### src/logic/cmd_fifo.sv
// synchronous show-ahead queue with fill count, half-full indication and sticky overflow
// the head is valid whenever not_empty is high, pop drops it at the clock edge
`default_nettype none

module cmd_fifo #(
   parameter int WIDTH = 129,
   parameter int ADDR_WIDTH = 5
) (
   input wire clk_tlx,
   input wire rst_n,
   input wire push,
   input wire [WIDTH-1:0] push_data,
   input wire pop,
   output logic [WIDTH-1:0] head,
   output logic not_empty,
   output logic below_half,
   output logic overflow
);

   localparam int DEPTH = 1 << ADDR_WIDTH;
   localparam logic [ADDR_WIDTH:0] FULL_COUNT = (ADDR_WIDTH + 1)'(DEPTH);
   localparam logic [ADDR_WIDTH:0] HALF_COUNT = (ADDR_WIDTH + 1)'(DEPTH / 2);

   logic [WIDTH-1:0] mem [DEPTH];
   logic [ADDR_WIDTH-1:0] wr_ptr;
   logic [ADDR_WIDTH-1:0] rd_ptr;
   logic [ADDR_WIDTH:0] count;
   logic full;
   logic do_push;
   logic do_pop;

   assign full = (count == FULL_COUNT);
   // a push into a full queue is dropped, even with a pop in the same cycle
   assign do_push = push && !full;
   assign do_pop = pop && not_empty;

   assign head = mem[rd_ptr];
   assign not_empty = (count != '0);
   assign below_half = (count < HALF_COUNT);

   // ------------------------------
   // storage
   // ------------------------------
   always_ff @(posedge clk_tlx)
   begin
      if (do_push)
      begin
         mem[wr_ptr] <= push_data;
      end
   end

   // ------------------------------
   // pointers and fill count
   // ------------------------------
   always_ff @(posedge clk_tlx or negedge rst_n)
   begin
      if (!rst_n)
      begin
         wr_ptr <= '0;
         rd_ptr <= '0;
         count <= '0;
      end
      else
      begin
         if (do_push)
         begin
            wr_ptr <= wr_ptr + 1'b1;
         end
         if (do_pop)
         begin
            rd_ptr <= rd_ptr + 1'b1;
         end
         case ({do_push, do_pop})
            2'b10: count <= count + 1'b1;
            2'b01: count <= count - 1'b1;
            default: ;
         endcase
      end
   end

   // sticky until reset
   always_ff @(posedge clk_tlx or negedge rst_n)
   begin
      if (!rst_n)
      begin
         overflow <= 1'b0;
      end
      else if (push && full)
      begin
         overflow <= 1'b1;
      end
   end

endmodule

`default_nettype wire

### config.mk
export PLATFORM = sky130hd
export DESIGN_NAME = cmd_fifo
export DESIGN_NICKNAME = d
export VERILOG_FILES = /design/src/logic/cmd_fifo.sv
export SDC_FILE = /design/constraint.sdc
export NUM_CORES = 2
export LEC_CHECK = 0
export BUFFER_PORTS_ARGS = -buffer_cell sky130_fd_sc_hd__buf_2
export CAP_MARGIN = 20
export CORE_MARGIN = 2
export CORE_UTILIZATION = 45
export CTS_BUF_LIST = sky130_fd_sc_hd__clkbuf_4
export CTS_CLUSTER_SIZE = 12
export DETAILED_ROUTE_END_ITERATION = 7
export SETUP_SLACK_MARGIN = 0.4
export SYNTH_ARGS = -nofsm -noshare
export SYNTH_HDL_FRONTEND = slang
export SYNTH_MEMORY_MAX_BITS = 65536
export SYNTH_SLANG_ARGS = --single-unit
### constraint.sdc
create_clock -name clk_tlx -period 7.62 [get_ports clk_tlx]
set_clock_uncertainty 0.05 [all_clocks]
set_input_delay 0.762 -clock clk_tlx [delete_from_list [all_inputs] [get_ports clk_tlx]]
set_output_delay 0.762 -clock clk_tlx [all_outputs]
set_load 0.02 [all_outputs]
==> summary.log <==
qor: run_status.run_status complete, no violations
qor: sta.finalCriticalPeriod 6870 ps
qor: global_routing.busiest_layer met2
qor: pwr.p_switching 21.0 mW
qor: global_routing.first_global_vias 85400
qor: route.routed-via-count 82500
qor: clocking.clock_path_buffers 5
qor: yosys.synth-async-reset-ratio 0.410%
qor: route.drtAntennaViolNets 0
qor: pwr.peak_supply_drop 352 uV
qor: yosys.synth_fp_nets 7258
qor: yosys.synthFlopType edfxtp_1
qor: global_routing.grt_antenna_before_repair 48
qor: setup_path.timing.reg2reg.worst_path_depth 6
qor: route.drt-vias-per-instance 5.99
qor: clocking.cts_tree built
qor: pwr.power_share_of_the_combinational_group 29.8%
qor: floorplan.die_height 596 um
qor: cells_and_area.area_growth 14.0%
qor: sta.share_of_the_clock_period_used_by_the_worst_path_after_layout 90.2%
qor: setup_path.worst_setup_path_end_kind primary output
qor: cells_and_area.layout_commonest_cell edfxtp_1
qor: cells_and_area.drive_above_1_share 32.5%
qor: setup_path.critical_path.slowest_cell a211oi_1
qor: placed_design.place.detailed.hpwl 198 mm
qor: yosys.synth_warnings 0
qor: global_routing.use_met1 33.3%
qor: min_path.hp-class input port to flip-flop
qor: yosys.synthCells 7114
qor: global_routing.met2_usage 38.6%
qor: floorplan.die_width 596 um
qor: sta.timing.final.max_slew_violations 0
qor: clocking.numCtsBuffers 1116
qor: setup_path.critical_path.top_delay_family buffers and inverters
qor: pwr.power.share.clock 28.1%
qor: setup_path.cp_slowest_stage_delay 1070 ps
qor: placed_design.placement.io_buffers 264
qor: clocking.path_clk_slew 70 ps
qor: cells_and_area.final_cell_mix edfxtp_1 (4128), clkbuf_4 (1528), mux4_2 (692)
qor: global_routing.met3_usage 5.66%
qor: sta.hold-worst-slack 189 ps
qor: setup_path.worst_setup_path_endpoint head[63]
qor: sta.setup_repair_after_global_routing_missed_its_margin false
qor: floorplan.core.rowCount 217
qor: global_routing.gr-usage-all-layers 24.2%
qor: sta.timing.setup.tns 0 ps
qor: global_routing.gr-total-overflow 0
qor: setup_path.crit_start_category flip-flop
qor: setup_path.required 6810 ps
qor: route.detail_route.iter0.violations 9217
qor: setup_path.cp.depth 6
qor: flow_run.cap_viol_max_count 0
qor: global_routing.grt_start_max_net_pins 162
qor: clocking.cts.sink_count 4145
qor: setup_path.reg2reg_to mem[29][66]
qor: setup_path.critical_path_class flip-flop to primary output
qor: pwr.netSwitchingFraction 32.6%
qor: yosys.synth.top_cell.area_share 78.5%
qor: floorplan.core_area 0.349 mm2
qor: clocking.cts-htree-levels 7
qor: sta.fmaxAchievable 146 MHz
qor: pwr.post_layout_power 64.5 mW
qor: pwr.static_leak 58.6 nW
qor: cells_and_area.core_occupancy_in_the_finished_layout 51.5%
qor: clocking.root_driver clkbuf_4
qor: yosys.post_synth_main_area_contributors edfxtp_1 (79%), mux4_2 (9.9%), mux2i_1 (3.6%), a22oi_1 (1.6%), mux2_2 (0.85%)
qor: setup_path.regToRegStartpoint count[0]
qor: setup_path.regToRegSetupSlack 3730 ps
qor: clocking.clk_latency 1620 ps
qor: pwr.p_per_area 358 mW/mm2
qor: yosys.netlist.top_cell.by_area edfxtp_1
qor: sta.slew_headroom 14.6%
qor: placed_design.place.gp.congestion 0.732
qor: floorplan.io_pins 265
qor: route.drc 0
qor: pwr.seq_power_share 42.1%
qor: route.routedWlPerCell 31.3 um
qor: yosys.syn_area 0.158 mm2
qor: yosys.avgSynthCellArea 22.2 um2
qor: cells_and_area.fillers 28000
qor: floorplan.design.die.area 0.356 mm2
qor: global_routing.grt_pass1_wl 606 mm
qor: setup_path.timing.critical_path.buf_inv 3
qor: sta.setup_viol_count_final 0
qor: floorplan.initial_core_util 45.2%
qor: route.wl 430 mm
qor: setup_path.worstPathArrival 6060 ps
qor: sta.hold_viol_final 0
qor: setup_path.setup.worst_path.start rd_ptr[1]
qor: sta.tightestPinTransition 1270 ps
qor: setup_path.path_cells buf_12 > buf_4 > mux4_2 > o22ai_1 > a211oi_1 > buf_2
qor: cells_and_area.number_of_nets_in_the_layout 8652
qor: yosys.synth_enable_flop_cells 4128
qor: route.drt_pass1_iterations 6
qor: yosys.postSynthRegisterBits 4145
qor: setup_path.timing.critical_path.fanout_max 161
qor: yosys.yosysSeqAreaShare 78.8%
qor: pwr.internal_pwr_total 43.5 mW
qor: yosys.yosys.cell_types.count 57
## cell type report
class                   instances  area, um2  area share (%)
flip-flops and latches       4145     124000            69.1
diodes                         14       35.0          0.0195
clock inverters               227       1170           0.652
clock buffers                1528      11500            6.37
well taps                    4599       5750            3.20
multi-input cells            2558      31300            17.4
repair buffers                682       5750            3.20
inverters                       5       18.8          0.0104
## metrics by stage
stage	worst slack [ps]	std cells	cell area, um2
3_3_place_gp	2100	11700	165000
2_1_floorplan	7.16	7114	158000
5_1_grt	449	13800	180000
4_1_cts	426	13700	180000
6_report	747	13800	180000
3_5_place_dp	2180	11700	165000
## logic make-up after synthesis
logic type,share of synthesized area [%]
buffers and inverters,1.59
adder cells (fa/ha/maj),0.0920
multiplexers,14.3
XOR/XNOR,0.0721
AND/OR/NAND/NOR,1.76
AO/OA/AOI/OAI,3.38
flip-flops,78.8
## registers in the layout, indices dropped and copies added (netlist names)
register,cells
rd_ptr,5
overflow,1
wr_ptr,5
count,6
mem,4128
## metal layers
layer / wire length [um] / share of wire [%]
met1: 176000 / 41
met2: 209000 / 49
met3: 37100 / 8.6
met4: 8250 / 1.9
met5: 106 / 0.025
## synthesized netlist by cell type (3+ instances only)
library cell	instances
a211oi_2	4
or3b_2	4
nand3b_1	6
clkbuf_1	115
buf_8	4
mux2_2	119
a221o_1	58
nand2_1	16
ha_1	10
xnor2_1	9
buf_4	61
buf_2	148
mux2i_1	562
inv_1	5
nor4_2	69
mux4_2	692
dfrtp_1	17
xor2_1	4
a211oi_1	55
o22ai_1	116
nand4_1	74
o21ai_0	6
nor4_1	3
a21oi_1	61
o22a_1	70
buf_1	4
clkbuf_4	10
nand3_1	3
nor4bb_1	4
a22oi_1	339
nor2_1	174
nor2b_1	72
edfxtp_1	4128
buf_6	62
## power groups by stage
stage                     clock [mW]  sequential (mW)  combinational, mW
final                           18.1             27.2               19.2
after global routing            19.7             27.3               20.2
after CTS                       18.6             27.2               19.4
after detailed placement           0             27.7               19.3
after global placement             0             27.6               19.2
after floorplan                    0             27.5               12.9
## worst min path at each step
stage / from / end / slack, ps / cells after the start
after floorplan: count[5] / count[5] / 410 / 1
after global placement: overflow / overflow / 400 / 1
after detailed placement: overflow / overflow / 410 / 1
after CTS: push_data[72] / mem[21][72] / 1 / 2
after global routing: push_data[72] / mem[21][72] / 60 / 2
final: push_data[28] / mem[22][28] / 190 / 2
## repair_timing
action                      CTS  global route
resized for setup             2             0
setup endpoints to repair     1             0
setup buffers                 0             0
hold buffers                237             1
hold endpoints to repair   4160             4
Power figures use the tool's default switching activity.
