===== src/include/tlx_cmd_defs.svh =====
// widths, queue depth, credit reserves and dl codes for the TLX command converter
// included by the package and by every RTL file that needs a constant
`ifndef TLX_CMD_DEFS_SVH
`define TLX_CMD_DEFS_SVH

// ------------------------------
// queues
// ------------------------------

// 5 address bits give a depth of 32 entries
`define FIFO_ADDR_WIDTH 5

// pasid + actag + pl + dl + afutag + ea + opcode = 20+12+3+2+16+68+8
`define CMD_WORD_WIDTH 129

// one 128 byte write entry, sent as two beats
`define WDATA_WIDTH 1024
`define BEAT_WIDTH 512

// ------------------------------
// credits
// ------------------------------

// credits kept back to cover takes still in flight behind the registered flags
`define CMD_CREDIT_RESERVE 3
`define DATA_CREDIT_RESERVE 4

// dl codes
`define DL_64B 2'd1
`define DL_128B 2'd2

`endif


===== src/logic/tlx_cmd_pkg.sv =====
// field and word types shared by the queues, the arbiter and the issue stage
// import with a wildcard in module bodies, use scoped names in port lists
`default_nettype none

`include "tlx_cmd_defs.svh"

package tlx_cmd_pkg;

   // command fields as they appear on the TLX command interface
   typedef logic [7:0] opcode_t;
   typedef logic [67:0] ea_t;
   typedef logic [15:0] afutag_t;
   typedef logic [1:0] dl_t;
   typedef logic [2:0] pl_t;
   typedef logic [11:0] actag_t;
   typedef logic [19:0] pasid_t;

   // packed command word, pasid in the top bits and opcode in the bottom bits
   typedef logic [`CMD_WORD_WIDTH-1:0] cmd_word_t;

   // write data, one entry per 128 byte write
   typedef logic [`WDATA_WIDTH-1:0] wdata_t;

   // one 64 byte beat on afu_tlx_cdata_bus
   typedef logic [`BEAT_WIDTH-1:0] beat_t;

endpackage

`default_nettype wire


===== src/logic/cmd_arbiter.sv =====
// alternates between the write and read command queues into a single held slot
// the slot refills in the cycle it is taken, popping the chosen queue at the same edge
`default_nettype none

module cmd_arbiter (
   input wire clk_tlx,
   input wire rst_n,
   input wire tlx_cmd_pkg::cmd_word_t wr_head,
   input wire wr_not_empty,
   input wire tlx_cmd_pkg::cmd_word_t rd_head,
   input wire rd_not_empty,
   input wire slot_take,
   output logic wr_pop,
   output logic rd_pop,
   output logic slot_valid,
   output tlx_cmd_pkg::cmd_word_t slot_word,
   output logic slot_is_write
);

   import tlx_cmd_pkg::*;

   // high while the write queue has the next turn
   logic turn_write;
   logic slot_free;
   logic load;
   logic pick_write;
   cmd_word_t load_word;

   // ------------------------------
   // selection
   // ------------------------------

   // preferred queue first, the other one when the preferred queue is empty
   assign pick_write = wr_not_empty && (turn_write || !rd_not_empty);

   assign slot_free = !slot_valid || slot_take;
   assign load = slot_free && (wr_not_empty || rd_not_empty);

   assign wr_pop = load && pick_write;
   assign rd_pop = load && !pick_write;

   assign load_word = pick_write ? wr_head : rd_head;

   // ------------------------------
   // turn and slot state
   // ------------------------------
   always_ff @(posedge clk_tlx or negedge rst_n)
   begin
      if (!rst_n)
      begin
         turn_write <= 1'b1;
         slot_valid <= 1'b0;
      end
      else if (load)
      begin
         // hand the next turn to the queue that was not served
         turn_write <= !pick_write;
         slot_valid <= 1'b1;
      end
      else if (slot_take)
      begin
         slot_valid <= 1'b0;
      end
   end

   // slot payload, qualified by slot_valid
   always_ff @(posedge clk_tlx)
   begin
      if (load)
      begin
         slot_word <= load_word;
         slot_is_write <= pick_write;
      end
   end

endmodule

`default_nettype wire


===== config.mk =====
export PLATFORM = sky130hd
export DESIGN_NAME = cmd_arbiter
export DESIGN_NICKNAME = d
export VERILOG_FILES = /design/src/logic/tlx_cmd_pkg.sv /design/src/logic/cmd_arbiter.sv
export VERILOG_INCLUDE_DIRS = /design/src /design/src/include
export SDC_FILE = /design/constraint.sdc
export NUM_CORES = 1
export LEC_CHECK = 0
export BUFFER_PORTS_ARGS = -buffer_cell sky130_fd_sc_hd__buf_4
export CORE_AREA = 2 2 155 157
export DETAILED_ROUTE_END_ITERATION = 8
export DIE_AREA = 0 0 157 159
export HOLD_SLACK_MARGIN = 0.15
export SYNTH_ARGS = -nofsm -noshare
export SYNTH_HDL_FRONTEND = slang
export SYNTH_SLANG_ARGS = --single-unit

===== constraint.sdc =====
create_clock -name clk_tlx -period 8.75 [get_ports clk_tlx]
set_input_delay 1.75 -clock clk_tlx [delete_from_list [all_inputs] [get_ports clk_tlx]]
set_output_delay 1.75 -clock clk_tlx [all_outputs]
set_load 0.02 [all_outputs]

==> flow_summary.rst <==
.. list-table::
   :header-rows: 1

   * - Metric
     - Value
   * - Run status
     - complete, no violations
   * - CP Cell Sequence
     - buf_4, nor2b_1, a211oi_1, buf_4
   * - Count of pins on the block boundary
     - 396
   * - Startpoint-to-endpoint class of the critical path
     - in -> out
   * - Average instance area after synthesis
     - roughly 20 µm²
   * - Pwr Total
     - 1.89 mW
   * - Commonest cells after routing, fill and taps aside
     - sky130_fd_sc_hd__buf_4, sky130_fd_sc_hd__edfxtp_1, sky130_fd_sc_hd__mux2_1
   * - Delay-heaviest family, CP
     - buffers and inverters
   * - Via count of the first global-routing pass
     - between 4k and 5k
   * - Global-route usage over all layers
     - around an eighth
   * - Final HPWL DP
     - ~12000 µm
   * - Minimum clock period after layout
     - 4.14 ns
   * - Initial Util
     - 24.1%
   * - Crit share post-route
     - between 40% and 50%
   * - Total clock buffers created by CTS
     - 17
   * - Number of distinct library cell variants in the gate-level netlist after synthesis
     - 18
   * - H-tree level count
     - 4
   * - Worst-case clock skew
     - between 0.008 and 0.009 ns
   * - YS warnings
     - 0
   * - Net count after synthesis
     - 550
   * - Largest net degree at the start of global routing
     - a little under 70
   * - Number of buffers on the longest clock path
     - 2
   * - Final cell utilization of the core
     - 40.9%
   * - Count of buffers added by post-CTS timing repair for setup
     - 0
   * - Leading cell types by total area after synthesis
     - sky130_fd_sc_hd__edfxtp_1, sky130_fd_sc_hd__mux2_1, sky130_fd_sc_hd__mux2_2
   * - CTS tree
     - done
   * - Weighted congestion reported at the end of routability-driven placement
     - about 0.73
   * - Startpoint class of the critical path
     - primary input
   * - Synth Register Bits
     - around 130
   * - Clock-pin slew reported for the worst setup and hold paths after clock tree synthesis
     - roughly 0.06 ns
   * - Path type of the worst min-delay path
     - reg -> reg
   * - Maximum net fanout on the critical path
     - 3
   * - Die ar.
     - between 20000 and 25000 µm²
   * - Share of layout cells above drive strength 1
     - around two thirds
   * - Count of buffers inserted at the top-level ports
     - between 300 and 400
   * - Crit path top cell by count
     - sky130_fd_sc_hd__buf_4
   * - Worst EP arrival
     - between 2 and 2.5 ns
   * - Setup WS pre-CTS
     - 4.37 ns
   * - Vert. Die Dim
     - roughly 160 µm
   * - Layout Nets
     - between 900 and 1k
   * - Max Transition Viols Final
     - 0
   * - Area of all placed cells without fillers
     - approximately 9500 µm²
   * - Slew headroom
     - around 35%
   * - Setup slack after layout
     - around 4.6 ns
   * - Clock network latency to the later pin of the worst-skew pair
     - 0.41 ns
   * - Clk sink count
     - between 100 and 150
   * - Mapped cell area
     - between 5000 and 6000 µm²
   * - Worst EP required
     - 7.00 ns
   * - Global-route wire length before repair
     - roughly 24000 µm
   * - Endpoints failing setup
     - 0
   * - Area share of the leading cell type in the synthesized netlist
     - between 60% and 70%
   * - Hold-fix buffers at CTS
     - 0
   * - VDD IR-drop max
     - roughly 0.11 mV
   * - Endpoint type of the worst setup path
     - output pin
   * - Initial DRT Pass Iterations
     - 4
   * - Total length of routed wires
     - roughly 17000 µm
   * - Max-cap viol count
     - 0
   * - Violation count after the first detailed-route iteration
     - between 100 and 150
   * - Cells resized by post-CTS repair
     - 0
   * - Post-route DRC violation count
     - 0
   * - Std-Cell Rows
     - 56
   * - Cells after synthesis
     - 287
   * - Measured slew at the worst slew-check pin
     - between 0.9 and 1 ns
   * - Placeable core region
     - 23200 µm²
   * - Static leakage
     - 4.05 nW
   * - Grt total ovfl
     - 0
   * - Total buffers and inverters traversed by the critical path
     - 2
   * - Cell Area, Placed
     - slightly below 9000 µm²
   * - DR vias/cell
     - ~4.0
   * - Count of inserted antenna diode cells
     - 0
   * - RSZ-0062 raised after global routing
     - false
   * - Residual antenna-violating net count after detailed routing
     - 0
   * - Power density over cell area
     - 199 nW/µm²
   * - Peak clock frequency supported by timing
     - ~0.24 GHz
   * - Total negative slack
     - 0 ns
   * - Width of the chip
     - around 160 µm
   * - Most common cell after layout, fill and taps aside
     - sky130_fd_sc_hd__buf_4
   * - Library cell contributing the largest single delay on the critical path
     - sky130_fd_sc_hd__nor2b_1
   * - Cell chosen for the clock root
     - sky130_fd_sc_hd__clkbuf_16
   * - Average wire per standard cell
     - 16.3 µm
   * - Initial antenna violation count
     - 0
   * - Hold Vio Cnt, Final
     - 0
   * - Sequential cell area fraction in the yosys report
     - 70.6%
   * - Synth-to-layout area growth
     - 69.6%
   * - Vias after detailed routing
     - between 4k and 5k
   * - Crit path largest cell delay
     - 0.26 ns
   * - Largest area contributor in the synthesized netlist
     - sky130_fd_sc_hd__edfxtp_1
layout make-up:
class                           instances  area (µm²)
Clock buffer                           18         429
Clock inverter                         13         185
Fill cell                            2229       13700
Inverter                                2        7.51
Multi-Input combinational cell        139        1520
Sequential cell                       132        3960
Tap cell                              319         399
Timing Repair Buffer                  399        3000
flip-flops by register name (all words and copies together) (netlist names):
name	flops
slot_valid	1
turn_write	1
slot_word	129
slot_is_write	1
through the flow:
stage,cells,hold slack (ns)
floorplan,287,0.517
global placement,991,0.552
detailed placement,991,0.557
CTS,1022,0.571
global route,1022,0.615
finish,1022,0.570
routing by layer:
metal | track usage, % | wire length [µm] | up-vias
li1 | - | - | 1932
met1 | 14.3 | 6280 | 1927
met2 | 22.2 | 8380 | 236
met3 | 5.17 | 1740 | 15
met4 | 4.59 | 226 | 0
met5 | 0 | 0 | -
path summary, 6_finish.rpt:
| path | depth (start not counted) | endpoint | slack (ns) | from |
|---|---|---|---|---|
| max in group asynchronous | 1 | turn_write | 7.46 | rst_n |
| min in group asynchronous | 1 | slot_valid | 1.11 | rst_n |
| worst max-delay path | 4 | rd_pop | 4.61 | slot_take |
| worst max register to register | 4 | slot_word[8] | 5.93 | turn_write |
| worst min register to register | 2 | turn_write | 0.57 | turn_write |
| worst min-delay path | 2 | turn_write | 0.57 | turn_write |
cells by family (layout without fill, tap and decap cells):
group / count (synthesis) / count (layout) / synth area share (%)
buffers and inverters: 16 / 432 / 2.44
and+or+nand+nor: 6 / 6 / 0.492
AOI/OAI and AO/OA: 4 / 4 / 0.492
muxes: 129 / 129 / 25.9
DFF: 132 / 132 / 70.6
tightest hold or removal path: cells and delay by family, from the launching register on:
kind	cells	cell delay, ns
compound gates	2	0.17
flops	1	0.39
report_power, final:
| group | total, mW | internal [mW] | leakage [nW] | switching [mW] |
|---|---|---|---|---|
| logic | 0.354 | 0.188 | 2.47 | 0.166 |
| clock network | 0.750 | 0.475 | 0.297 | 0.274 |
| registers | 0.788 | 0.771 | 1.28 | 0.0172 |
| total | 1.89 | 1.43 | 4.05 | 0.457 |
cell usage after synthesis:
cell type / number
sky130_fd_sc_hd__buf_6: 9
sky130_fd_sc_hd__inv_2: 1
sky130_fd_sc_hd__mux2_2: 41
sky130_fd_sc_hd__nor2b_1: 1
sky130_fd_sc_hd__dfrtp_1: 1
sky130_fd_sc_hd__buf_4: 1
sky130_fd_sc_hd__dfstp_2: 1
sky130_fd_sc_hd__o21ai_2: 1
sky130_fd_sc_hd__edfxtp_1: 130
sky130_fd_sc_hd__a21oi_1: 1
sky130_fd_sc_hd__nor2_1: 3
sky130_fd_sc_hd__inv_1: 1
sky130_fd_sc_hd__a31oi_1: 1
sky130_fd_sc_hd__buf_2: 4
sky130_fd_sc_hd__nand2_1: 1
sky130_fd_sc_hd__mux2_1: 88
sky130_fd_sc_hd__nand2b_1: 1
sky130_fd_sc_hd__a211oi_1: 1
Note: power is estimated with default switching activity, not from simulation.
