[config.mk]
export PLATFORM = sky130hd
export DESIGN_NAME = cmd_issue
export DESIGN_NICKNAME = d
export VERILOG_FILES = /design/src/logic/tlx_cmd_pkg.sv /design/src/logic/cmd_issue.sv
export VERILOG_INCLUDE_DIRS = /design/src /design/src/include
export SDC_FILE = /design/constraint.sdc
export NUM_CORES = 1
export LEC_CHECK = 0
export BUFFER_PORTS_ARGS = -buffer_cell sky130_fd_sc_hd__buf_4
export CAP_MARGIN = 20
export CORE_AREA = 2 2 713 715
export CTS_BUF_LIST = sky130_fd_sc_hd__clkbuf_8 sky130_fd_sc_hd__clkbuf_16
export DETAILED_ROUTE_END_ITERATION = 6
export DIE_AREA = 0 0 715 717
export PLACE_DENSITY = 0.3
export SLEW_MARGIN = 30
export SYNTH_ARGS = -nofsm -noshare
export SYNTH_HDL_FRONTEND = slang
export SYNTH_SLANG_ARGS = --single-unit
[constraint.sdc]
create_clock -name clk_tlx -period 9.63 [get_ports clk_tlx]
set_input_delay 1.926 -clock clk_tlx [delete_from_list [all_inputs] [get_ports clk_tlx]]
set_output_delay 1.926 -clock clk_tlx [all_outputs]
set_load 0.01 [all_outputs]
[src/include/tlx_cmd_defs.svh]
// widths, queue depth, credit reserves and dl codes for the TLX command converter
// included by the package and by every RTL file that needs a constant
`ifndef TLX_CMD_DEFS_SVH
`define TLX_CMD_DEFS_SVH

// ------------------------------
// queues
// ------------------------------

// 5 address bits give a depth of 32 entries
`define FIFO_ADDR_WIDTH 5

// pasid + actag + pl + dl + afutag + ea + opcode = 20+12+3+2+16+68+8
`define CMD_WORD_WIDTH 129

// one 128 byte write entry, sent as two beats
`define WDATA_WIDTH 1024
`define BEAT_WIDTH 512

// ------------------------------
// credits
// ------------------------------

// credits kept back to cover takes still in flight behind the registered flags
`define CMD_CREDIT_RESERVE 3
`define DATA_CREDIT_RESERVE 4

// dl codes
`define DL_64B 2'd1
`define DL_128B 2'd2

`endif

[src/logic/tlx_cmd_pkg.sv]
// field and word types shared by the queues, the arbiter and the issue stage
// import with a wildcard in module bodies, use scoped names in port lists
`default_nettype none

`include "tlx_cmd_defs.svh"

package tlx_cmd_pkg;

   // command fields as they appear on the TLX command interface
   typedef logic [7:0] opcode_t;
   typedef logic [67:0] ea_t;
   typedef logic [15:0] afutag_t;
   typedef logic [1:0] dl_t;
   typedef logic [2:0] pl_t;
   typedef logic [11:0] actag_t;
   typedef logic [19:0] pasid_t;

   // packed command word, pasid in the top bits and opcode in the bottom bits
   typedef logic [`CMD_WORD_WIDTH-1:0] cmd_word_t;

   // write data, one entry per 128 byte write
   typedef logic [`WDATA_WIDTH-1:0] wdata_t;

   // one 64 byte beat on afu_tlx_cdata_bus
   typedef logic [`BEAT_WIDTH-1:0] beat_t;

endpackage

`default_nettype wire

[src/logic/cmd_issue.sv]
// drives commands onto the TLX under credit gating and follows each write with its data beats
// one beat for a 64 byte write, low half then high half for a 128 byte write
`default_nettype none

`include "tlx_cmd_defs.svh"

module cmd_issue (
   input wire clk_tlx,
   input wire rst_n,
   input wire slot_valid,
   input wire tlx_cmd_pkg::cmd_word_t slot_word,
   input wire slot_is_write,
   input wire cmd_credit_ok,
   input wire data_credit_ok,
   input wire tlx_cmd_pkg::wdata_t wdata_head,
   output logic slot_take,
   output logic wdata_pop,
   output logic afu_tlx_cmd_valid,
   output tlx_cmd_pkg::opcode_t afu_tlx_cmd_opcode,
   output tlx_cmd_pkg::ea_t afu_tlx_cmd_ea_or_obj,
   output tlx_cmd_pkg::afutag_t afu_tlx_cmd_afutag,
   output tlx_cmd_pkg::dl_t afu_tlx_cmd_dl,
   output tlx_cmd_pkg::pl_t afu_tlx_cmd_pl,
   output tlx_cmd_pkg::actag_t afu_tlx_cmd_actag,
   output tlx_cmd_pkg::pasid_t afu_tlx_cmd_pasid,
   output logic afu_tlx_cdata_valid,
   output tlx_cmd_pkg::beat_t afu_tlx_cdata_bus
);

   import tlx_cmd_pkg::*;

   opcode_t slot_opcode;
   ea_t slot_ea;
   afutag_t slot_afutag;
   dl_t slot_dl;
   pl_t slot_pl;
   actag_t slot_actag;
   pasid_t slot_pasid;

   logic cmd_is_write;
   logic beat_high;
   logic beat_last;
   logic data_busy;

   // unpack the slot word, same field order as the AFU side
   assign {slot_pasid, slot_actag, slot_pl, slot_dl, slot_afutag, slot_ea, slot_opcode} =
      slot_word;

   // ------------------------------
   // take gating
   // ------------------------------

   // beats still owed beyond the one on the bus this cycle
   assign data_busy = (afu_tlx_cmd_valid && cmd_is_write) ||
                      (afu_tlx_cdata_valid && !beat_last);

   assign slot_take = slot_valid && cmd_credit_ok && data_credit_ok && !data_busy;

   // command valid is a one cycle pulse after each take
   always_ff @(posedge clk_tlx or negedge rst_n)
   begin
      if (!rst_n)
      begin
         afu_tlx_cmd_valid <= 1'b0;
         cmd_is_write <= 1'b0;
      end
      else
      begin
         afu_tlx_cmd_valid <= slot_take;
         if (slot_take)
         begin
            cmd_is_write <= slot_is_write;
         end
      end
   end

   always_ff @(posedge clk_tlx)
   begin
      if (slot_take)
      begin
         afu_tlx_cmd_opcode <= slot_opcode;
         afu_tlx_cmd_ea_or_obj <= slot_ea;
         afu_tlx_cmd_afutag <= slot_afutag;
         afu_tlx_cmd_dl <= slot_dl;
         afu_tlx_cmd_pl <= slot_pl;
         afu_tlx_cmd_actag <= slot_actag;
         afu_tlx_cmd_pasid <= slot_pasid;
      end
   end

   // ------------------------------
   // data beats
   // ------------------------------
   always_ff @(posedge clk_tlx or negedge rst_n)
   begin
      if (!rst_n)
      begin
         afu_tlx_cdata_valid <= 1'b0;
         beat_high <= 1'b0;
         beat_last <= 1'b0;
      end
      else if (afu_tlx_cmd_valid && cmd_is_write)
      begin
         // low half right after the write command
         afu_tlx_cdata_valid <= 1'b1;
         beat_high <= 1'b0;
         beat_last <= (afu_tlx_cmd_dl != `DL_128B);
      end
      else if (afu_tlx_cdata_valid && !beat_last)
      begin
         afu_tlx_cdata_valid <= 1'b1;
         beat_high <= 1'b1;
         beat_last <= 1'b1;
      end
      else
      begin
         afu_tlx_cdata_valid <= 1'b0;
      end
   end

   // the data head stays put until its last beat has gone out
   assign afu_tlx_cdata_bus = beat_high ? wdata_head[`WDATA_WIDTH-1:`BEAT_WIDTH] :
                                          wdata_head[`BEAT_WIDTH-1:0];

   assign wdata_pop = afu_tlx_cdata_valid && beat_last;

endmodule

`default_nettype wire

==> results.yml, run 1 <==
floorplanning:
  dieArea_mm2: 0.513
  start_util: 0.0207
  die_w_um: 715
  core_mm2: 0.505
  io_pins: 1804
  rows: 261
  die_h_um: 717
drt:
  wire_per_inst_um: 38.7
  drt-initial-drc-count: 1540
  ant_nets: 1
  finalWirelength_um: 363000
  first_pass_iters: 7
  drc: 0
  vias_per_cell: 1.94
  vias: 18200
yosys:
  ys_ff_latch: 134
  synthCells: 714
  synth_fp_nets: 1873
  yosys_warnings: 0
  synth_cell_types: 15
  avgSynthCellArea_um2: 14.6
  ys_seq_area_frac: 0.382
  netlist_area_mm2: 0.0105
global_route:
  gr-total-overflow: 0
  grt_pass1_vias: 16600
  grt_pass1_wl_um: 394000
  grt_usage: 0.135
  antenna_found_initial: 456
  grt_max_degree: 133
clock_tree:
  cts_tree: "done"
  cts_resized: 0
  insertion_delay_ps: 540
  clock_sinks: 134
  cts_setup_buffers: 0
  cts_hold_buf: 0
  root_buffer: "clkbuf_16"
  cts_max_level: 4
  clkTransAtPathRegs_ps: 50
  clockBufferDepth: 3
  numCtsBuffers: 25
critical_path:
  crit_path_end_kind: "output port"
  path_max_fanout: 132
  start_kind: "flop"
  crit_type: "flop to output port"
  critPathArrivalTime_ps: 3390
  required_ps: 7700
placed_design:
  dp_hpwl_um: 349000
  io_buffers: 1803
  place_congestion: 1.32
  post-place-cells: 9177
run_status:
  outcome: "finished, violations left"
  violations: "antenna rules"
sta:
  final_min_period_over_clock_period: 0.552
  hold_violations: 0
  finClkSkew_ps: 22.0
  fin_crit_ps: 5320
  worst_pin_slew_ps: 957
  rsz0062_at_grt: "false"
  fin_setup_tns_ps: 0
  relSlewSlack: 0.362
  drv_slew: 0
  fmax_ghz: 0.188
  setup_violations: 0
finish:
  layout_commonest_cell: "buf_4"
  fin_util: 0.0654
  stdcell_count: 9382
  multi_input_area_mm2: 0.00585
  synthToLayoutAreaGrowth_pct: 216
  seqCellArea_mm2: 0.00400
  final_cell_mix: "buf_4, mux2_2, edfxtp_1"
  nNetsFinal: 3657
  drive_gt1_frac: 0.942
  fill_cells: 59400
power_and_ir_drop:
  p_seq_frac: 0.112
  p_leak_nw: 12.2
  switching_share: 0.526
  power_density_mw_per_mm2: 194
  combPwrFrac: 0.765
  clock_power_share: 0.123
  power_switching_w: 0.00336
  worst_ir_drop_vdd_v: 0.000165
  p_int_w: 0.00303
min_path:
  worst_hold_path_type: "flop to flop"
job:
  maxCapViolations: 0
metal layers:
layer / track usage / wire length [um] / up-vias
li1: - / - / 6549
met1: 0.131 / 122000 / 8475
met2: 0.215 / 162000 / 2201
met3: 0.115 / 66000 / 816
met4: 0.0306 / 11600 / 176
met5: 0.0140 / 1700 / -
worst paths after layout:
path	start	endpoint	cells past startpoint	slack, ps
max in group asynchronous	rst_n	beat_high	1	8310
min in group asynchronous	rst_n	cmd_is_write	1	1200
worst max-delay path	beat_high	afu_tlx_cdata_bus[67]	4	4310
worst min-delay path	cmd_is_write	cmd_is_write	1	510
worst max register to register	afu_tlx_cdata_valid	afu_tlx_cmd_ea_or_obj[48]	5	6680
worst min register to register	cmd_is_write	cmd_is_write	1	510
per-stage QoR:
step	power, W	setup slack (ps)	hold slack (ps)	instance area [um2]
floorplan	0.00250	582	481	10500
global placement	0.00581	4660	498	31900
detailed placement	0.00581	4780	504	31900
CTS	0.00664	4180	515	32600
global route	0.00671	4150	541	32800
finish	0.00639	4310	515	33000
registers in the layout (all words and copies together), names as in the netlist:
name and cells:
afu_tlx_cmd_ea_or_obj 68, afu_tlx_cmd_valid 1, afu_tlx_cmd_opcode 8, afu_tlx_cmd_afutag 16, afu_tlx_cmd_pl 3, beat_high 1, afu_tlx_cmd_actag 12, afu_tlx_cmd_pasid 20
cmd_is_write 1, beat_last 1, afu_tlx_cmd_dl 2, afu_tlx_cdata_valid 1
power groups by stage:
stage / sequential, W / combinational, W / clock [W]
4_1_cts: 0.000725 / 0.00509 / 0.000828
3_3_place_gp: 0.000737 / 0.00507 / 0
3_5_place_dp: 0.000737 / 0.00507 / 0
6_report: 0.000719 / 0.00489 / 0.000784
2_1_floorplan: 0.000701 / 0.00180 / 0
5_1_grt: 0.000726 / 0.00515 / 0.000835
final cells by class:
class / count / share of cell area
diodes: 172 / 0.0130
clock inverters: 8 / 0.00133
repair buffers: 1814 / 0.414
flip-flops and latches: 134 / 0.121
well taps: 6706 / 0.254
multi-input cells: 523 / 0.177
clock buffers: 25 / 0.0190
cell usage after synthesis:
cell / instances / share of area
edfxtp_1: 129 / 0.37
nor2_1: 1 / 0.00036
nand3_1: 1 / 0.00048
nand2_1: 1 / 0.00036
buf_6: 53 / 0.057
nor3b_1: 1 / 0.00072
o21a_1: 1 / 0.00072
dfrtp_1: 5 / 0.012
nor3b_2: 1 / 0.0012
and2_1: 1 / 0.00060
nor2b_1: 1 / 0.00060
buf_2: 4 / 0.0019
nand2b_1: 1 / 0.00060
mux2_2: 513 / 0.55
a21oi_1: 1 / 0.00048
critical path, stage by stage (launching register included):
cell     delay [ps]
dfrtp_4         850
buf_4           400
buf_12          420
mux2_2          560
buf_4           200
cells by family (layout without fill, tap and decap cells):
logic type | after synthesis | count (layout) | share of synthesized area
compound gates | 2 | 2 | 0.00120
other cells | 0 | 172 | 0
buf+inv | 57 | 1847 | 0.0590
flops | 134 | 134 | 0.382
mux | 513 | 513 | 0.552
simple gates | 8 | 8 | 0.00491
No activity file was read; power rests on OpenSTA's default activity.
==> run 2, diff against run 1 <==
- clock period: 9.63 -> 5.55 ns (I/O delays scaled with it)
==> run 2 against run 1 <==
  * The run now ends clean
  * First-iteration DRC count shrank 31%
  * Cell area about the same
  * Non-clock buffer count up 10
  * Critical path depth is the same
  * Core utilization is essentially flat
  * Cell count shrank 0.55%
  * Worst hold slack worse by 120 ps
==> results.yml, run 2 (synthesis gave the netlist of run 1 again) <==
placed_design:
  post-place-cells: 9186
  place_congestion: 1.04
  io_buffers: 1803
  dp_hpwl_um: 342000
drt:
  wire_per_inst_um: 38.3
  ant_nets: 0
  vias_per_cell: 1.85
  drc: 0
  finalWirelength_um: 357000
  first_pass_iters: 5
  vias: 17200
  drt-initial-drc-count: 1057
power_and_ir_drop:
  p_int_w: 0.00532
  p_seq_frac: 0.117
  clock_power_share: 0.135
  power_switching_w: 0.00533
  power_density_mw_per_mm2: 323
  combPwrFrac: 0.749
  switching_share: 0.500
  p_leak_nw: 12.3
  worst_ir_drop_vdd_v: 0.000177
clock_tree:
  clock_sinks: 134
  clockBufferDepth: 3
  clkTransAtPathRegs_ps: 80
  insertion_delay_ps: 530
  root_buffer: "clkbuf_16"
  cts_setup_buffers: 0
  cts_resized: 0
  cts_max_level: 4
  cts_tree: "done"
  cts_hold_buf: 0
  numCtsBuffers: 25
sta:
  hold_ws_ps: 390
  setup_violations: 0
  hold_violations: 0
  finClkSkew_ps: 35.4
  fmax_ghz: 0.242
  relSlewSlack: 0.513
  worst_pin_slew_ps: 731
  final_min_period_over_clock_period: 0.743
  rsz0062_at_grt: "false"
  fin_crit_ps: 4130
  drv_slew: 0
finish:
  fill_cells: 59300
  top_register: "afu_tlx_cmd_ea_or_obj"
  multi_input_area_mm2: 0.00586
  final_cell_mix: "buf_4, mux2_2, edfxtp_1"
  stdcell_count: 9330
  layout_commonest_cell: "buf_4"
  largest_register_ffs: 68
  nNetsFinal: 3667
  reg_top3: "afu_tlx_cmd_ea_or_obj x68, afu_tlx_cmd_pasid x20, afu_tlx_cmd_afutag x16"
  seqCellArea_mm2: 0.00400
  synthToLayoutAreaGrowth_pct: 216
  drive_gt1_frac: 0.943
global_route:
  grt_max_degree: 132
  grt_pass1_wl_um: 391000
  gr-total-overflow: 0
  grt_usage: 0.133
  grt_pass1_vias: 16500
  antenna_found_initial: 482
min_path:
  worst_hold_path_type: "primary input to async pin"
floorplanning:
  die_w_um: 715
  core_mm2: 0.505
  io_pins: 1804
  dieArea_mm2: 0.513
  die_h_um: 717
  start_util: 0.0207
  rows: 261
critical_path:
  crit_path_end_kind: "output port"
  crit_type: "flop to output port"
  start_kind: "flop"
  path_max_fanout: 62
  required_ps: 4440
  critPathArrivalTime_ps: 3020
job:
  maxCapViolations: 0
run_status:
  outcome: "finished clean"
## run 2: layout make-up
class,instances,area share
Multi-Input combinational cell,523,0.178
Clock inverter,8,0.00118
Antenna cell,110,0.00834
Tap cell,6706,0.254
Timing Repair Buffer,1824,0.418
Clock buffer,25,0.0190
Sequential cell,134,0.121
## run 2: final timing paths
kind	cells after the start	slack [ps]	from	endpoint
setup reg to reg	5	3170	cmd_is_write	cmd_is_write
max in group asynchronous	1	5000	rst_n	beat_high
setup / recovery	4	1420	beat_high	afu_tlx_cdata_bus[50]
min in group clk_tlx	1	520	cmd_is_write	cmd_is_write
hold reg to reg	1	520	cmd_is_write	cmd_is_write
hold / removal	1	390	rst_n	beat_high
## run 2: metrics by stage
step | setup WS [ps] | util | TNS [ps] | power (W) | instance area, um2
floorplan | -64.8 | - | -64.8 | 0.00433 | 10500
global placement | 1560 | 0.0635 | 0 | 0.00961 | 32000
detailed placement | 1820 | 0.0635 | 0 | 0.00958 | 32000
finish | 1420 | 0.0654 | 0 | 0.0106 | 33000
CTS | 1170 | 0.0648 | 0 | 0.0111 | 32700
global route | 1230 | 0.0651 | 0 | 0.0112 | 32800
## run 2: worst max-delay path, stage by stage (launching register included)
cell and delay, ps:
dfrtp_4 880, buf_4 320, buf_12 270, mux2_2 540, buf_4 210
## run 2: power by group through the flow
stage	Combinational, W	Clock [W]	Sequential [W]
floorplan	0.00312	0	0.00121
global placement	0.00834	0	0.00127
detailed placement	0.00830	0	0.00128
CTS	0.00834	0.00153	0.00126
global route	0.00844	0.00154	0.00126
finish	0.00797	0.00143	0.00124
## run 2: routing by layer
layer | vias to the layer above | track usage | share of wire
li1 | 6512 | - | -
met1 | 7962 | 0.144 | 0.37
met2 | 1870 | 0.206 | 0.44
met3 | 725 | 0.0982 | 0.16
met4 | 166 | 0.0288 | 0.028
met5 | - | 0 | 0.0031
