==> src/include/tlx_cmd_defs.svh <==
// widths, queue depth, credit reserves and dl codes for the TLX command converter
// included by the package and by every RTL file that needs a constant
`ifndef TLX_CMD_DEFS_SVH
`define TLX_CMD_DEFS_SVH

// ------------------------------
// queues
// ------------------------------

// 5 address bits give a depth of 32 entries
`define FIFO_ADDR_WIDTH 5

// pasid + actag + pl + dl + afutag + ea + opcode = 20+12+3+2+16+68+8
`define CMD_WORD_WIDTH 129

// one 128 byte write entry, sent as two beats
`define WDATA_WIDTH 1024
`define BEAT_WIDTH 512

// ------------------------------
// credits
// ------------------------------

// credits kept back to cover takes still in flight behind the registered flags
`define CMD_CREDIT_RESERVE 3
`define DATA_CREDIT_RESERVE 4

// dl codes
`define DL_64B 2'd1
`define DL_128B 2'd2

`endif

==> src/logic/credit_tracker.sv <==
// command and data credit counters with registered credit-ok flags and sticky breach bits
// counters load the TLX initial credits in the first cycle after reset
`default_nettype none

`include "tlx_cmd_defs.svh"

module credit_tracker (
   input wire clk_tlx,
   input wire rst_n,
   input wire tlx_afu_cmd_credit,
   input wire tlx_afu_cmd_data_credit,
   input wire [3:0] tlx_afu_cmd_initial_credit,
   input wire [5:0] tlx_afu_cmd_data_initial_credit,
   input wire cmd_sent,
   input wire beat_sent,
   output logic cmd_credit_ok,
   output logic data_credit_ok,
   output logic [1:0] credit_breach
);

   localparam logic [3:0] CMD_RESERVE = 4'(`CMD_CREDIT_RESERVE);
   localparam logic [5:0] DATA_RESERVE = 6'(`DATA_CREDIT_RESERVE);

   logic load_pending;
   logic [3:0] cmd_cnt;
   logic [5:0] data_cnt;

   // ------------------------------
   // counters
   // ------------------------------
   always_ff @(posedge clk_tlx or negedge rst_n)
   begin
      if (!rst_n)
      begin
         load_pending <= 1'b1;
         cmd_cnt <= '0;
         data_cnt <= '0;
      end
      else if (load_pending)
      begin
         load_pending <= 1'b0;
         cmd_cnt <= tlx_afu_cmd_initial_credit;
         data_cnt <= tlx_afu_cmd_data_initial_credit;
      end
      else
      begin
         case ({tlx_afu_cmd_credit, cmd_sent})
            2'b10: cmd_cnt <= cmd_cnt + 4'd1;
            2'b01: cmd_cnt <= cmd_cnt - 4'd1;
            default: ;
         endcase
         case ({tlx_afu_cmd_data_credit, beat_sent})
            2'b10: data_cnt <= data_cnt + 6'd1;
            2'b01: data_cnt <= data_cnt - 6'd1;
            default: ;
         endcase
      end
   end

   // flags lag the counts by a cycle, the reserves absorb that
   always_ff @(posedge clk_tlx or negedge rst_n)
   begin
      if (!rst_n)
      begin
         cmd_credit_ok <= 1'b0;
         data_credit_ok <= 1'b0;
      end
      else
      begin
         cmd_credit_ok <= (cmd_cnt > CMD_RESERVE);
         data_credit_ok <= (data_cnt > DATA_RESERVE);
      end
   end

   // ------------------------------
   // breach detection
   // ------------------------------

   // bit 1 command, bit 0 data
   always_ff @(posedge clk_tlx or negedge rst_n)
   begin
      if (!rst_n)
      begin
         credit_breach <= 2'b00;
      end
      else
      begin
         if (cmd_sent && (cmd_cnt == 4'd0))
         begin
            credit_breach[1] <= 1'b1;
         end
         if (beat_sent && (data_cnt == 6'd0))
         begin
            credit_breach[0] <= 1'b1;
         end
      end
   end

endmodule

`default_nettype wire

==> config.mk <==
export PLATFORM = sky130hd
export DESIGN_NAME = credit_tracker
export DESIGN_NICKNAME = d
export VERILOG_FILES = /design/src/logic/credit_tracker.sv
export VERILOG_INCLUDE_DIRS = /design/src /design/src/include
export SDC_FILE = /design/constraint.sdc
export NUM_CORES = 1
export LEC_CHECK = 0
export BUFFER_PORTS_ARGS = -buffer_cell sky130_fd_sc_hd__buf_2
export CORE_MARGIN = 1.5
export CORE_UTILIZATION = 51
export CTS_CLUSTER_SIZE = 30
export DETAILED_ROUTE_END_ITERATION = 8
export PLACE_DENSITY = 0.76
export SLEW_MARGIN = 15
export SYNTH_ARGS = -nofsm -noshare
export SYNTH_HDL_FRONTEND = slang
export SYNTH_SLANG_ARGS = --single-unit
==> constraint.sdc <==
create_clock -name clk_tlx -period 2 [get_ports clk_tlx]
set_clock_uncertainty 0.2 [all_clocks]
set_input_delay 0.4 -clock clk_tlx [delete_from_list [all_inputs] [get_ports clk_tlx]]
set_output_delay 0.4 -clock clk_tlx [all_outputs]
set_load 0.1 [all_outputs]
==> summary.txt, run 1 <==
Detailed routing
  – Routed vias/inst: between 5 and 6
  – DR iter-0 viols: 24
  – Routed via count: ~730
  – Antenna Nets Post-Route: 0
  – Routed len/inst: 11.7 um
  – DRC errors left: 2
  – WL final: 1640 um
  – First drt pass iteration count: 7

Finish
  – Net count reported at finish: 145
  – Fillcell total: 128
  – Area delta synth->final: 23.4%
  – N_diodes: 0
  – Share of layout cells above drive strength 1: 29.0%

Synthesis
  – Yosys reg bits: 15
  – Top-count cell post-synth: nand2_1
  – Netlist cell types: 32
  – Area contributors post-synth: dfrtp_1 40%, nand2_1 6.4%, o21ai_0 5.7%, xor2_1 5.0%, ha_1 4.3%
  – Mapped cell area: a little under 900 um^2
  – Dominant synthesized flop cell: dfrtp_1
  – Top cell type's share of synthesized area: 39.9%
  – Post-synth net total: ~110
  – Seq/Total Area, Yosys: 42.9%
  – Warnings, synthesis: 0
  – Post-synth top cells: 15 x nand2_1, 14 x dfrtp_1, 10 x o21ai_0
  – Post-synth EDFFs: 0
  – Mapped Cells: 94
  – Leading area contributor after synthesis: dfrtp_1
  – Syn Area/Cell: slightly above 9 um^2
  – Post-synth ARST share: 100%

CTS
  – Post-CTS Setup Bufs: 0
  – Clk_lat worst skew: 0.28 ns
  – Clock sinks: 15
  – CTS Root Cell: clkbuf_4
  – Largest buffer count on any clock path: 2
  – CTS tree: yes
  – Post-CTS Hold Buffers: 1
  – CTS resizes: 0
  – Clock Pin Slew Worst Setup and Hold Paths: 0.08 ns
  – CTS H-Tree Depth: 1
  – CTS buffer count: 3

Timing
  – Tmin final: 1.86 ns
  – Endpoints failing setup: 0
  – RSZ-0062 raised after global routing: no
  – Final Hold Vio Count: 0
  – Highest Clock Rate: 0.537 GHz
  – WHS: 0.122 ns
  – Final period util: 93.2%
  – Max Slew Vio Count: 0
  – Final worst slack: 0.136 ns

Place
  – Pre-CTS setup slack: -0.110 ns
  – DP Wirelength: 1280 um
  – Port bufs: 19
  – GP Congestion: 0.803

Power and ir drop
  – Total Power: 0.926 mW
  – Lkg Pwr: 0.498 nW
  – Worst vdd ir: about 0.45 mV
  – Pwr/cell area: 856 nW/um^2

GRT
  – Initial antenna violation count: 0
  – Total track usage: 19.7%
  – Largest net degree at the start of global routing: 23
  – Vias in the first global route: 698
  – Total grt overflow: 0
  – First-pass GRT wire length: between 2000 and 3000 um

Die
  – Cell row count: 14
  – Ports: 20
  – Starting Density: 56.3%
  – Die height: 44.5 um
  – DIE WIDTH: between 40 and 50 um
  – Die area: just under 2000 um^2
  – Core Region: 1560 um^2

Hold path
  – HP Class: in -> reg
  – Hold-critical path depth: 3

Job
  – MaxCap Viol Count: 0

Critical path
  – Worst Path Required: 1.96 ns
  – Setup CP Type: reg -> reg
  – Reg2Reg Depth: 4
  – Crit path max fanout: 6
  – Nature of the critical path startpoint: flop
  – CP Data Arrival Time: 1.82 ns
  – Endpoint class of the critical path: flop

Outcome
  – Status: finished, violations left
  – Failing checks: DRC
==> routing by layer <==
layer  vias up  GRT usage (%)  routed length, um
li1        383              -                  -
met1       324           23.1                778
met2        23           34.2                749
met3         2           7.76                 95
met4         0           3.64                 19
met5         -              0                  0
==> power by group <==
| group | switching, mW | leakage (nW) | internal, mW | total (mW) |
|---|---|---|---|---|
| Combinational | 0.231 | 0.310 | 0.126 | 0.357 |
| Clock | 0.0924 | 0.0177 | 0.0742 | 0.167 |
| Sequential | 0.0487 | 0.170 | 0.353 | 0.402 |
| Total | 0.372 | 0.498 | 0.554 | 0.926 |
==> cell type report <==
type | instances | area (um^2) | share of cell area, %
clock buffers | 3 | 22.5 | 2.08
clock inverters | 1 | 5.00 | 0.462
inverters | 6 | 22.5 | 2.08
multi-input cells | 71 | 470 | 43.5
flip-flops and latches | 15 | 377 | 34.8
well taps | 16 | 20.0 | 1.85
repair buffers | 28 | 165 | 15.3
==> registers in the layout, indices dropped and copies added, names as in the netlist <==
name / cells
data_credit_ok: 1
cmd_cnt: 4
data_cnt: 6
credit_breach: 2
load_pending: 1
cmd_credit_ok: 1
==> placed cells by master, fill, tap and decap left out, types with 2 or more instances in the layout <==
master | Yosys | layout
buf_2 | 0 | 19
nand2_1 | 15 | 15
dfrtp_1 | 14 | 14
o21ai_0 | 10 | 10
buf_4 | 0 | 8
inv_1 | 6 | 6
xor2_1 | 5 | 5
xnor2_1 | 4 | 4
or3_1 | 4 | 4
a21oi_1 | 4 | 4
nor2_1 | 3 | 3
ha_1 | 3 | 3
clkbuf_4 | 0 | 3
nor2b_1 | 2 | 2
nor4b_1 | 2 | 2
nand2b_1 | 2 | 2
==> worst max-delay path, cell delays in order, from the launching register on <==
cell	delay (ns)
dfrtp_1	0.45
or3_1	0.42
or4_4	0.44
a21oi_1	0.18
a311oi_2	0.05
==> kinds of logic (layout without fill, tap and decap cells) <==
group | after synthesis | after routing | synth area share, %
AOI/OAI and AO/OA | 21 | 21 | 15.0
adders and majority gates | 4 | 4 | 6.56
DFF | 15 | 15 | 42.9
other | 1 | 1 | 0.428
xor gates and xnor gates | 9 | 9 | 8.99
muxes | 2 | 2 | 2.43
buffers and inverters | 8 | 38 | 3.42
and+or+nand+nor | 34 | 34 | 20.3
==> stage by stage <==
step | util [%] | TNS, ns | instance area [um^2] | instances
6_report | 69.4 | 0 | 1080 | 140
5_1_grt | 69.4 | 0 | 1080 | 140
4_1_cts | 69.4 | 0 | 1080 | 140
3_5_place_dp | 67.0 | -0.224 | 1040 | 135
3_3_place_gp | 67.0 | -0.146 | 1040 | 135
2_1_floorplan | - | 0 | 877 | 94
==> final timing paths <==
kind / startpoint / to / slack [ns]
setup / recovery: data_cnt[1] / data_cnt[5] / 0.14
hold / removal: tlx_afu_cmd_data_initial_credit[1] / data_cnt[1] / 0.12
setup reg to reg: data_cnt[1] / data_cnt[5] / 0.14
hold reg to reg: credit_breach[0] / credit_breach[0] / 0.28
max in group asynchronous: rst_n / load_pending / 0.96
min in group asynchronous: rst_n / data_cnt[5] / 0.35
No activity file was read; power rests on OpenSTA's default activity.
==> run 2, diff against run 1 <==
ABC_AREA = 1   (was default)
CORE_ASPECT_RATIO = 1.1   (was default)
CORE_UTILIZATION = 53   (was 51)
PLACE_DENSITY = 0.77   (was 0.76)
==> summary.txt, run 2 <==
Outcome
  – Status: complete, no violations

Detailed routing
  – DRC errors left: 0 (-2)
  – WL final: 2210 um (+35%)
  – Routed len/inst: 12.2 um (+4.2%)
  – DR iter-0 viols: 14 (-42%)
  – Antenna Nets Post-Route: 0 (unchanged)
  – First drt pass iteration count: 4 (-3)
  – Routed vias/inst: 5.35 (+2.3%)
  – Routed via count: 968 (+32%)

Finish
  – Largest register FFs: 6 (unchanged)
  – Final core utilization: 65.8% (-3.6 points)
  – Fillcell total: 163 (+27%)
  – Commonest non-fill, non-tap cell in the layout: nand2_1
  – Multi-input logic area: 533 um^2 (+13%)
  – Area delta synth->final: 17.9%
  – Biggest regs: data_cnt x6, cmd_cnt x4, credit_breach x2
  – Largest Register: data_cnt
  – N_diodes: 0 (unchanged)
  – Flip-flop and latch area: 377 um^2 (unchanged)
  – Share of layout cells above drive strength 1: 22.1% (-6.9 points)
  – Most frequent cells in the layout: 39 x nand2_1, 19 x buf_2, 17 x inv_1, 14 x dfrtp_1, 13 x o21ai_0
  – Net count reported at finish: 184 (+27%)
  – Final instance area: 1170 um^2 (+8.3%)

Power and ir drop
  – Lkg Pwr: 0.633 nW (+27%)
  – Total Power: 1.15 mW (+24%)
  – Pwr/cell area: 980 nW/um^2 (+14%)
  – Worst vdd ir: 0.733 mV (+63%)

Die
  – Starting Density: 55.8% (-0.43 points)
  – Core Region: 1780 um^2 (+14%)
  – Ports: 20 (unchanged)
  – Die area: 2150 um^2 (+8.5%)
  – DIE WIDTH: 44.3 um (-0.37%)
  – Die height: 48.4 um (+8.9%)
  – Cell row count: 16 (+2)

GRT
  – Total track usage: 24.1% (+4.4 points)
  – Total grt overflow: 0 (unchanged)
  – First-pass GRT wire length: 3840 um (+36%)
  – Largest net degree at the start of global routing: 16 (-30%)
  – Vias in the first global route: 933 (+34%)
  – Initial antenna violation count: 0 (unchanged)

Hold path
  – HP Start: tlx_afu_cmd_initial_credit[1]
  – HP Class: in -> reg
  – Sink of the worst hold path: cmd_cnt[1]
  – Hold-critical path depth: 3 (unchanged)

Timing
  – Tmin final: 1.81 ns (-0.0579 ns)
  – Highest Clock Rate: 0.554 GHz (+3.2%)
  – Endpoints failing setup: 0 (unchanged)
  – WHS: 0.154 ns (+0.0320 ns)
  – RSZ-0062 raised after global routing: no
  – Final period util: 90.3% (-2.9 points)
  – Max Slew Vio Count: 0 (unchanged)
  – Final Hold Vio Count: 0 (unchanged)

Synthesis
  – Post-synth net total: 157 (+38%)
  – Post-synth EDFFs: 0 (unchanged)
  – Top cell type's share of synthesized area: 35.2% (-4.7 points)
  – Mapped Cells: 137 (+46%)
  – Dominant synthesized flop cell: dfrtp_1
  – Warnings, synthesis: 0 (unchanged)
  – Netlist cell types: 28 (-13%)
  – Post-synth top cells: 39 x nand2_1, 17 x inv_1, 14 x dfrtp_1
  – Syn Area/Cell: 7.26 um^2 (-22%)
  – Leading area contributor after synthesis: dfrtp_1
  – Yosys reg bits: 15 (unchanged)
  – Mapped cell area: 995 um^2 (+13%)
  – Seq/Total Area, Yosys: 37.9% (-5.1 points)
  – Top-count cell post-synth: nand2_1
  – Area contributors post-synth: dfrtp_1 35%, nand2_1 15%, o21ai_0 6.5%, inv_1 6.4%, nand3_1 4.0%
  – Post-synth ARST share: 100% (unchanged)

Critical path
  – R2R Path End: data_cnt[4]
  – Reg2reg setup slack: 0.32 ns (+0.18 ns)
  – CP Data Arrival Time: 1.82 ns (about the same)
  – Crit path max fanout: 3 (-3)
  – Reg2Reg Depth: 13 (+9)
  – Critical R2R Launch: data_cnt[1]
  – Worst Path Required: 2.01 ns (+0.05 ns)
  – Nature of the critical path startpoint: primary input
  – Endpoint class of the critical path: flop
  – Setup CP Type: in -> reg

CTS
  – Clk_lat worst skew: 0.28 ns (about the same)
  – Clock sinks: 15 (unchanged)
  – CTS buffer count: 3 (unchanged)
  – Clock Pin Slew Worst Setup and Hold Paths: 0.09 ns (about the same)
  – Largest buffer count on any clock path: 2 (unchanged)
  – CTS tree: yes
  – CTS resizes: 0 (unchanged)
  – CTS H-Tree Depth: 1 (unchanged)
  – CTS Root Cell: clkbuf_4

Place
  – GP Congestion: 0.802 (-0.17%)
  – Placed Area: 1140 um^2 (+8.7%)
  – Port bufs: 19 (unchanged)
  – DP Wirelength: 1720 um (+35%)

Job
  – MaxCap Viol Count: 0 (unchanged)
run 2: cell types whose count changed after synthesis, moves of 3 or more:
cell      before  now
inv_1          6   17
nand2_1       15   39
nand3_1        1    8
nor2_1         3   10
o211ai_1       0    3
o21ai_0       10   13
o21ai_1        0    3
or3_1          4    0
xnor2_1        4    1
run 2: worst max path at each step:
stage	endpoint	cells after the start	slack (ns)	from
detailed placement	cmd_cnt[3]	11	-0.11	cmd_sent
CTS	cmd_cnt[3]	11	0.19	cmd_sent
floorplan	cmd_cnt[3]	11	0.06	cmd_sent
finish	cmd_cnt[3]	11	0.19	cmd_sent
global route	cmd_cnt[3]	11	0.08	cmd_sent
global placement	cmd_cnt[3]	11	0.03	cmd_sent
run 2: final cells by class:
cell class | instances | area share (%)
timing repair buffer | 25 | 12.2
clock buffer | 4 | 2.24
multi-input combinational | 100 | 45.5
inverter | 19 | 6.08
sequential | 15 | 32.1
tap | 18 | 1.92
run 2: per-layer routing:
metal	GRT usage, %	vias to the layer above	routed length [um]
li1	-	496	-
met1	26.6	449	874
met2	45.1	17	1230
met3	2.24	6	57
met4	9.60	0	52
met5	0	-	0
run 2: cell families after synthesis:
logic type	share of synthesized area, %
AO/OA/AOI/OAI	14.0
XOR/XNOR	4.40
adder cells (fa/ha/maj)	5.79
buffers and inverters	8.55
flip-flops	37.9
other	0.377
AND/OR/NAND/NOR	29.1
run 2: repair_timing:
action,in CTS,in global routing
hold buffers,1,0
buffers inserted,0,0
endpoints found under the hold margin,14,0
run 2: per-stage QoR:
| step | setup WS (ns) | std cells | setup TNS [ns] |
|---|---|---|---|
| floorplan | 0.0641 | 137 | 0 |
| global placement | 0.0326 | 176 | 0 |
| detailed placement | -0.108 | 176 | -0.108 |
| CTS | 0.191 | 181 | 0 |
| global route | 0.0839 | 181 | 0 |
| finish | 0.194 | 181 | 0 |
run 2: critical path, cell delays in order:
cell and delay [ns]:
buf_2 0.09, inv_1 0.05, or2_2 0.31, inv_1 0.09
ha_1 0.24, nand2_1 0.07, nand2_1 0.06, a21oi_1 0.16
xor2_1 0.17, nor2_1 0.05, o21ai_0 0.13
run 2: power breakdown:
group	switching [mW]	internal, mW
combinational	0.392	0.154
sequential	0.0587	0.372
clock	0.0940	0.0774
total	0.545	0.604
==> run 3, diff against run 2 <==
CORE_UTILIZATION = 48   (was 53)
PLACE_DENSITY = 0.74   (was 0.77)
clock period = 1.5 ns   (was 2 ns; I/O delays follow)
==> summary.txt, run 3 (synthesized netlist as in run 2, its figures left out) <==
Power and ir drop
  – Worst vdd ir: 1.45 mV (+97%)
  – Total Power: 1.85 mW (+61%)
  – Combinational power share: 55.2% (+7.6 points)
  – Lkg Pwr: 0.748 nW (+18%)
  – Clk pwr share: 12.2% (-2.7 points)
  – Sw power: 0.827 mW (+52%)
  – Seq pwr share: 32.6% (-4.9 points)
  – Switching Fraction: 44.6% (-2.8 points)
  – Internal Power: 1.03 mW (+70%)
  – Pwr/cell area: 1240 nW/um^2 (+27%)

Finish
  – Final core utilization: 75.3% (+9.5 points)
  – Share of layout cells above drive strength 1: 43.4% (+21 points)
  – Most frequent cells in the layout: 31 x nand2_1, 23 x buf_4, 15 x buf_2, 13 x dfrtp_1, 11 x o21ai_0
  – Non-Filler Instances: 210 (+16%)
  – Biggest regs: data_cnt x6, cmd_cnt x4, credit_breach x2
  – Fillcell total: 158 (-3.1%)
  – Area delta synth->final: 49.8%
  – Net count reported at finish: 203 (+10%)
  – Commonest non-fill, non-tap cell in the layout: nand2_1
  – Final instance area: 1490 um^2 (+27%)
  – N_diodes: 0 (unchanged)
  – Largest Register: data_cnt
  – Largest register FFs: 6 (unchanged)

Detailed routing
  – Routed vias/inst: 5.00 (-6.4%)
  – Antenna Nets Post-Route: 0 (unchanged)
  – Wl on met1: 1020 um (+16%)
  – DR iter-0 viols: 19 (+5)
  – Met3 WL: 86 um (+51%)
  – Routed via count: 1,051 (+8.6%)
  – First drt pass iteration count: 5 (+1)
  – DRC errors left: 0 (unchanged)
  – Highest metal used: met4
  – Met2 WL post-DR: 1490 um (+22%)
  – WL final: 2670 um (+21%)
  – Routed len/inst: 12.7 um (+4.1%)

Hold path
  – HP Class: in -> reg

Critical path
  – Nature of the critical path startpoint: flop
  – Crit path max fanout: 2 (-1)
  – Largest delay share family, worst path: adder cells
  – CP Data Arrival Time: 1.57 ns (-0.25 ns)
  – Setup CP Type: reg -> reg
  – Worst Path Required: 1.47 ns (-0.54 ns)
  – CP max-delay cell: fa_2
  – Crit path cell chain: inv_1, fa_2, nand2_1, o211ai_1, o21ai_1
  – Slowest stage delay, CP: 0.59 ns (+0.28 ns)
  – Critical path buffers and inverters: 1 (-2)
  – Endpoint class of the critical path: flop

GRT
  – Total grt overflow: 0 (unchanged)
  – Total track usage: 25.4% (+1.3 points)
  – Largest net degree at the start of global routing: 16 (unchanged)
  – Vias in the first global route: 1,076 (+15%)
  – Initial antenna violation count: 0 (unchanged)
  – First-pass GRT wire length: 4330 um (+13%)

Place
  – DP Wirelength: 1870 um (+8.6%)
  – Placed Area: 1340 um^2 (+18%)
  – Port bufs: 19 (unchanged)
  – GP Congestion: 0.819 (+2.1%)
  – Placed cell count: 197 (+12%)
  – Pre-CTS setup slack: -0.355 ns (-0.247 ns)

Timing
  – Tmin final: 1.60 ns
  – Max Slew Vio Count: 0 (unchanged)
  – Final Hold Vio Count: 0 (unchanged)
  – Final worst slack: -0.102 ns (-0.296 ns)
  – Endpoints failing setup: 6 (+6)
  – Highest Clock Rate: 0.624 GHz
  – RSZ-0062 raised after global routing: yes
  – Final period util: 107%

CTS
  – Largest buffer count on any clock path: 2 (unchanged)
  – CTS H-Tree Depth: 1 (unchanged)
  – Clock sinks: 15 (unchanged)
  – CTS tree: yes
  – CTS buffer count: 3 (unchanged)
  – CTS Root Cell: clkbuf_4
  – Clk_lat worst skew: 0.28 ns (about the same)
  – Clock Pin Slew Worst Setup and Hold Paths: 0.08 ns (about the same)

Die
  – Ports: 20 (unchanged)
  – Die area: 2350 um^2 (+9.7%)
  – Die height: 50.7 um (+4.8%)
  – Core Region: 1980 um^2 (+11%)
  – DIE WIDTH: 46.4 um (+4.7%)
  – Starting Density: 50.3% (-5.5 points)
  – Cell row count: 17 (+1)

Job
  – MaxCap Viol Count: 0 (unchanged)

Outcome
  – Status: finished, violations left
  – Failing checks: setup timing
[run 3: changes by cell type in the layout (fill, tap and decap cells not counted), sizes merged]
cell	before	now
buf	24	43
inv	19	18
clkinvlp	0	1
[run 3: final timing paths]
check,startpoint,end,slack [ns],depth (start not counted)
hold / removal,tlx_afu_cmd_initial_credit[2],cmd_cnt[2],0.05,3
setup reg to reg,cmd_cnt[0],cmd_cnt[1],-0.10,5
setup / recovery,cmd_cnt[0],cmd_cnt[1],-0.10,5
hold reg to reg,data_cnt[5],data_cnt[5],0.33,2
max in group asynchronous,rst_n,load_pending,0.57,2
min in group asynchronous,rst_n,credit_breach[1],0.24,2
[run 3: power groups by stage]
| stage | clock, mW | sequential [mW] | combinational (mW) |
|---|---|---|---|
| final | 0.226 | 0.603 | 1.02 |
| after global routing | 0.240 | 0.614 | 1.11 |
| after CTS | 0.225 | 0.600 | 0.958 |
| after detailed placement | 0 | 0.603 | 0.931 |
| after global placement | 0 | 0.599 | 0.906 |
| after floorplan | 0 | 0.830 | 0.348 |
[run 3: cell type report]
type,instances,area [um^2],area share (%)
multi-input combinational,100,617,41.4
clock buffer,4,26.3,1.76
timing repair buffer,44,349,23.4
tap,28,35.0,2.35
sequential,15,378,25.4
inverter,19,85.1,5.71
[run 3: per-layer routing]
| layer | vias to the layer above | GRT usage, % |
|---|---|---|
| met2 | 24 | 44.7 |
| met1 | 490 | 29.4 |
| li1 | 528 | - |
| met4 | 0 | 11.4 |
| met5 | - | 0 |
| met3 | 9 | 2.88 |
[run 3: through the flow]
stage | setup TNS, ns | hold WS [ns]
floorplan | -0.599 | -0.196
global placement | -1.51 | 0.0184
global route | -1.19 | 0.0814
finish | -0.403 | 0.0512
detailed placement | -1.85 | 0.0151
CTS | -0.306 | 0.0552
[run 3: timing repair]
| action | in CTS | in global routing |
|---|---|---|
| pin swaps | 5 | 15 |
| hold buffers | 1 | 0 |
| setup buffers | 3 | 6 |
| gates resized for setup | 3 | 13 |
| setup endpoints to repair | 5 | 7 |
| endpoints found under the hold margin | 15 | 0 |
[run 3: tightest hold or removal path, stage by stage]
cell and delay, ns:
buf_2 0.07, o211ai_1 0.07, nand2_1 0.06
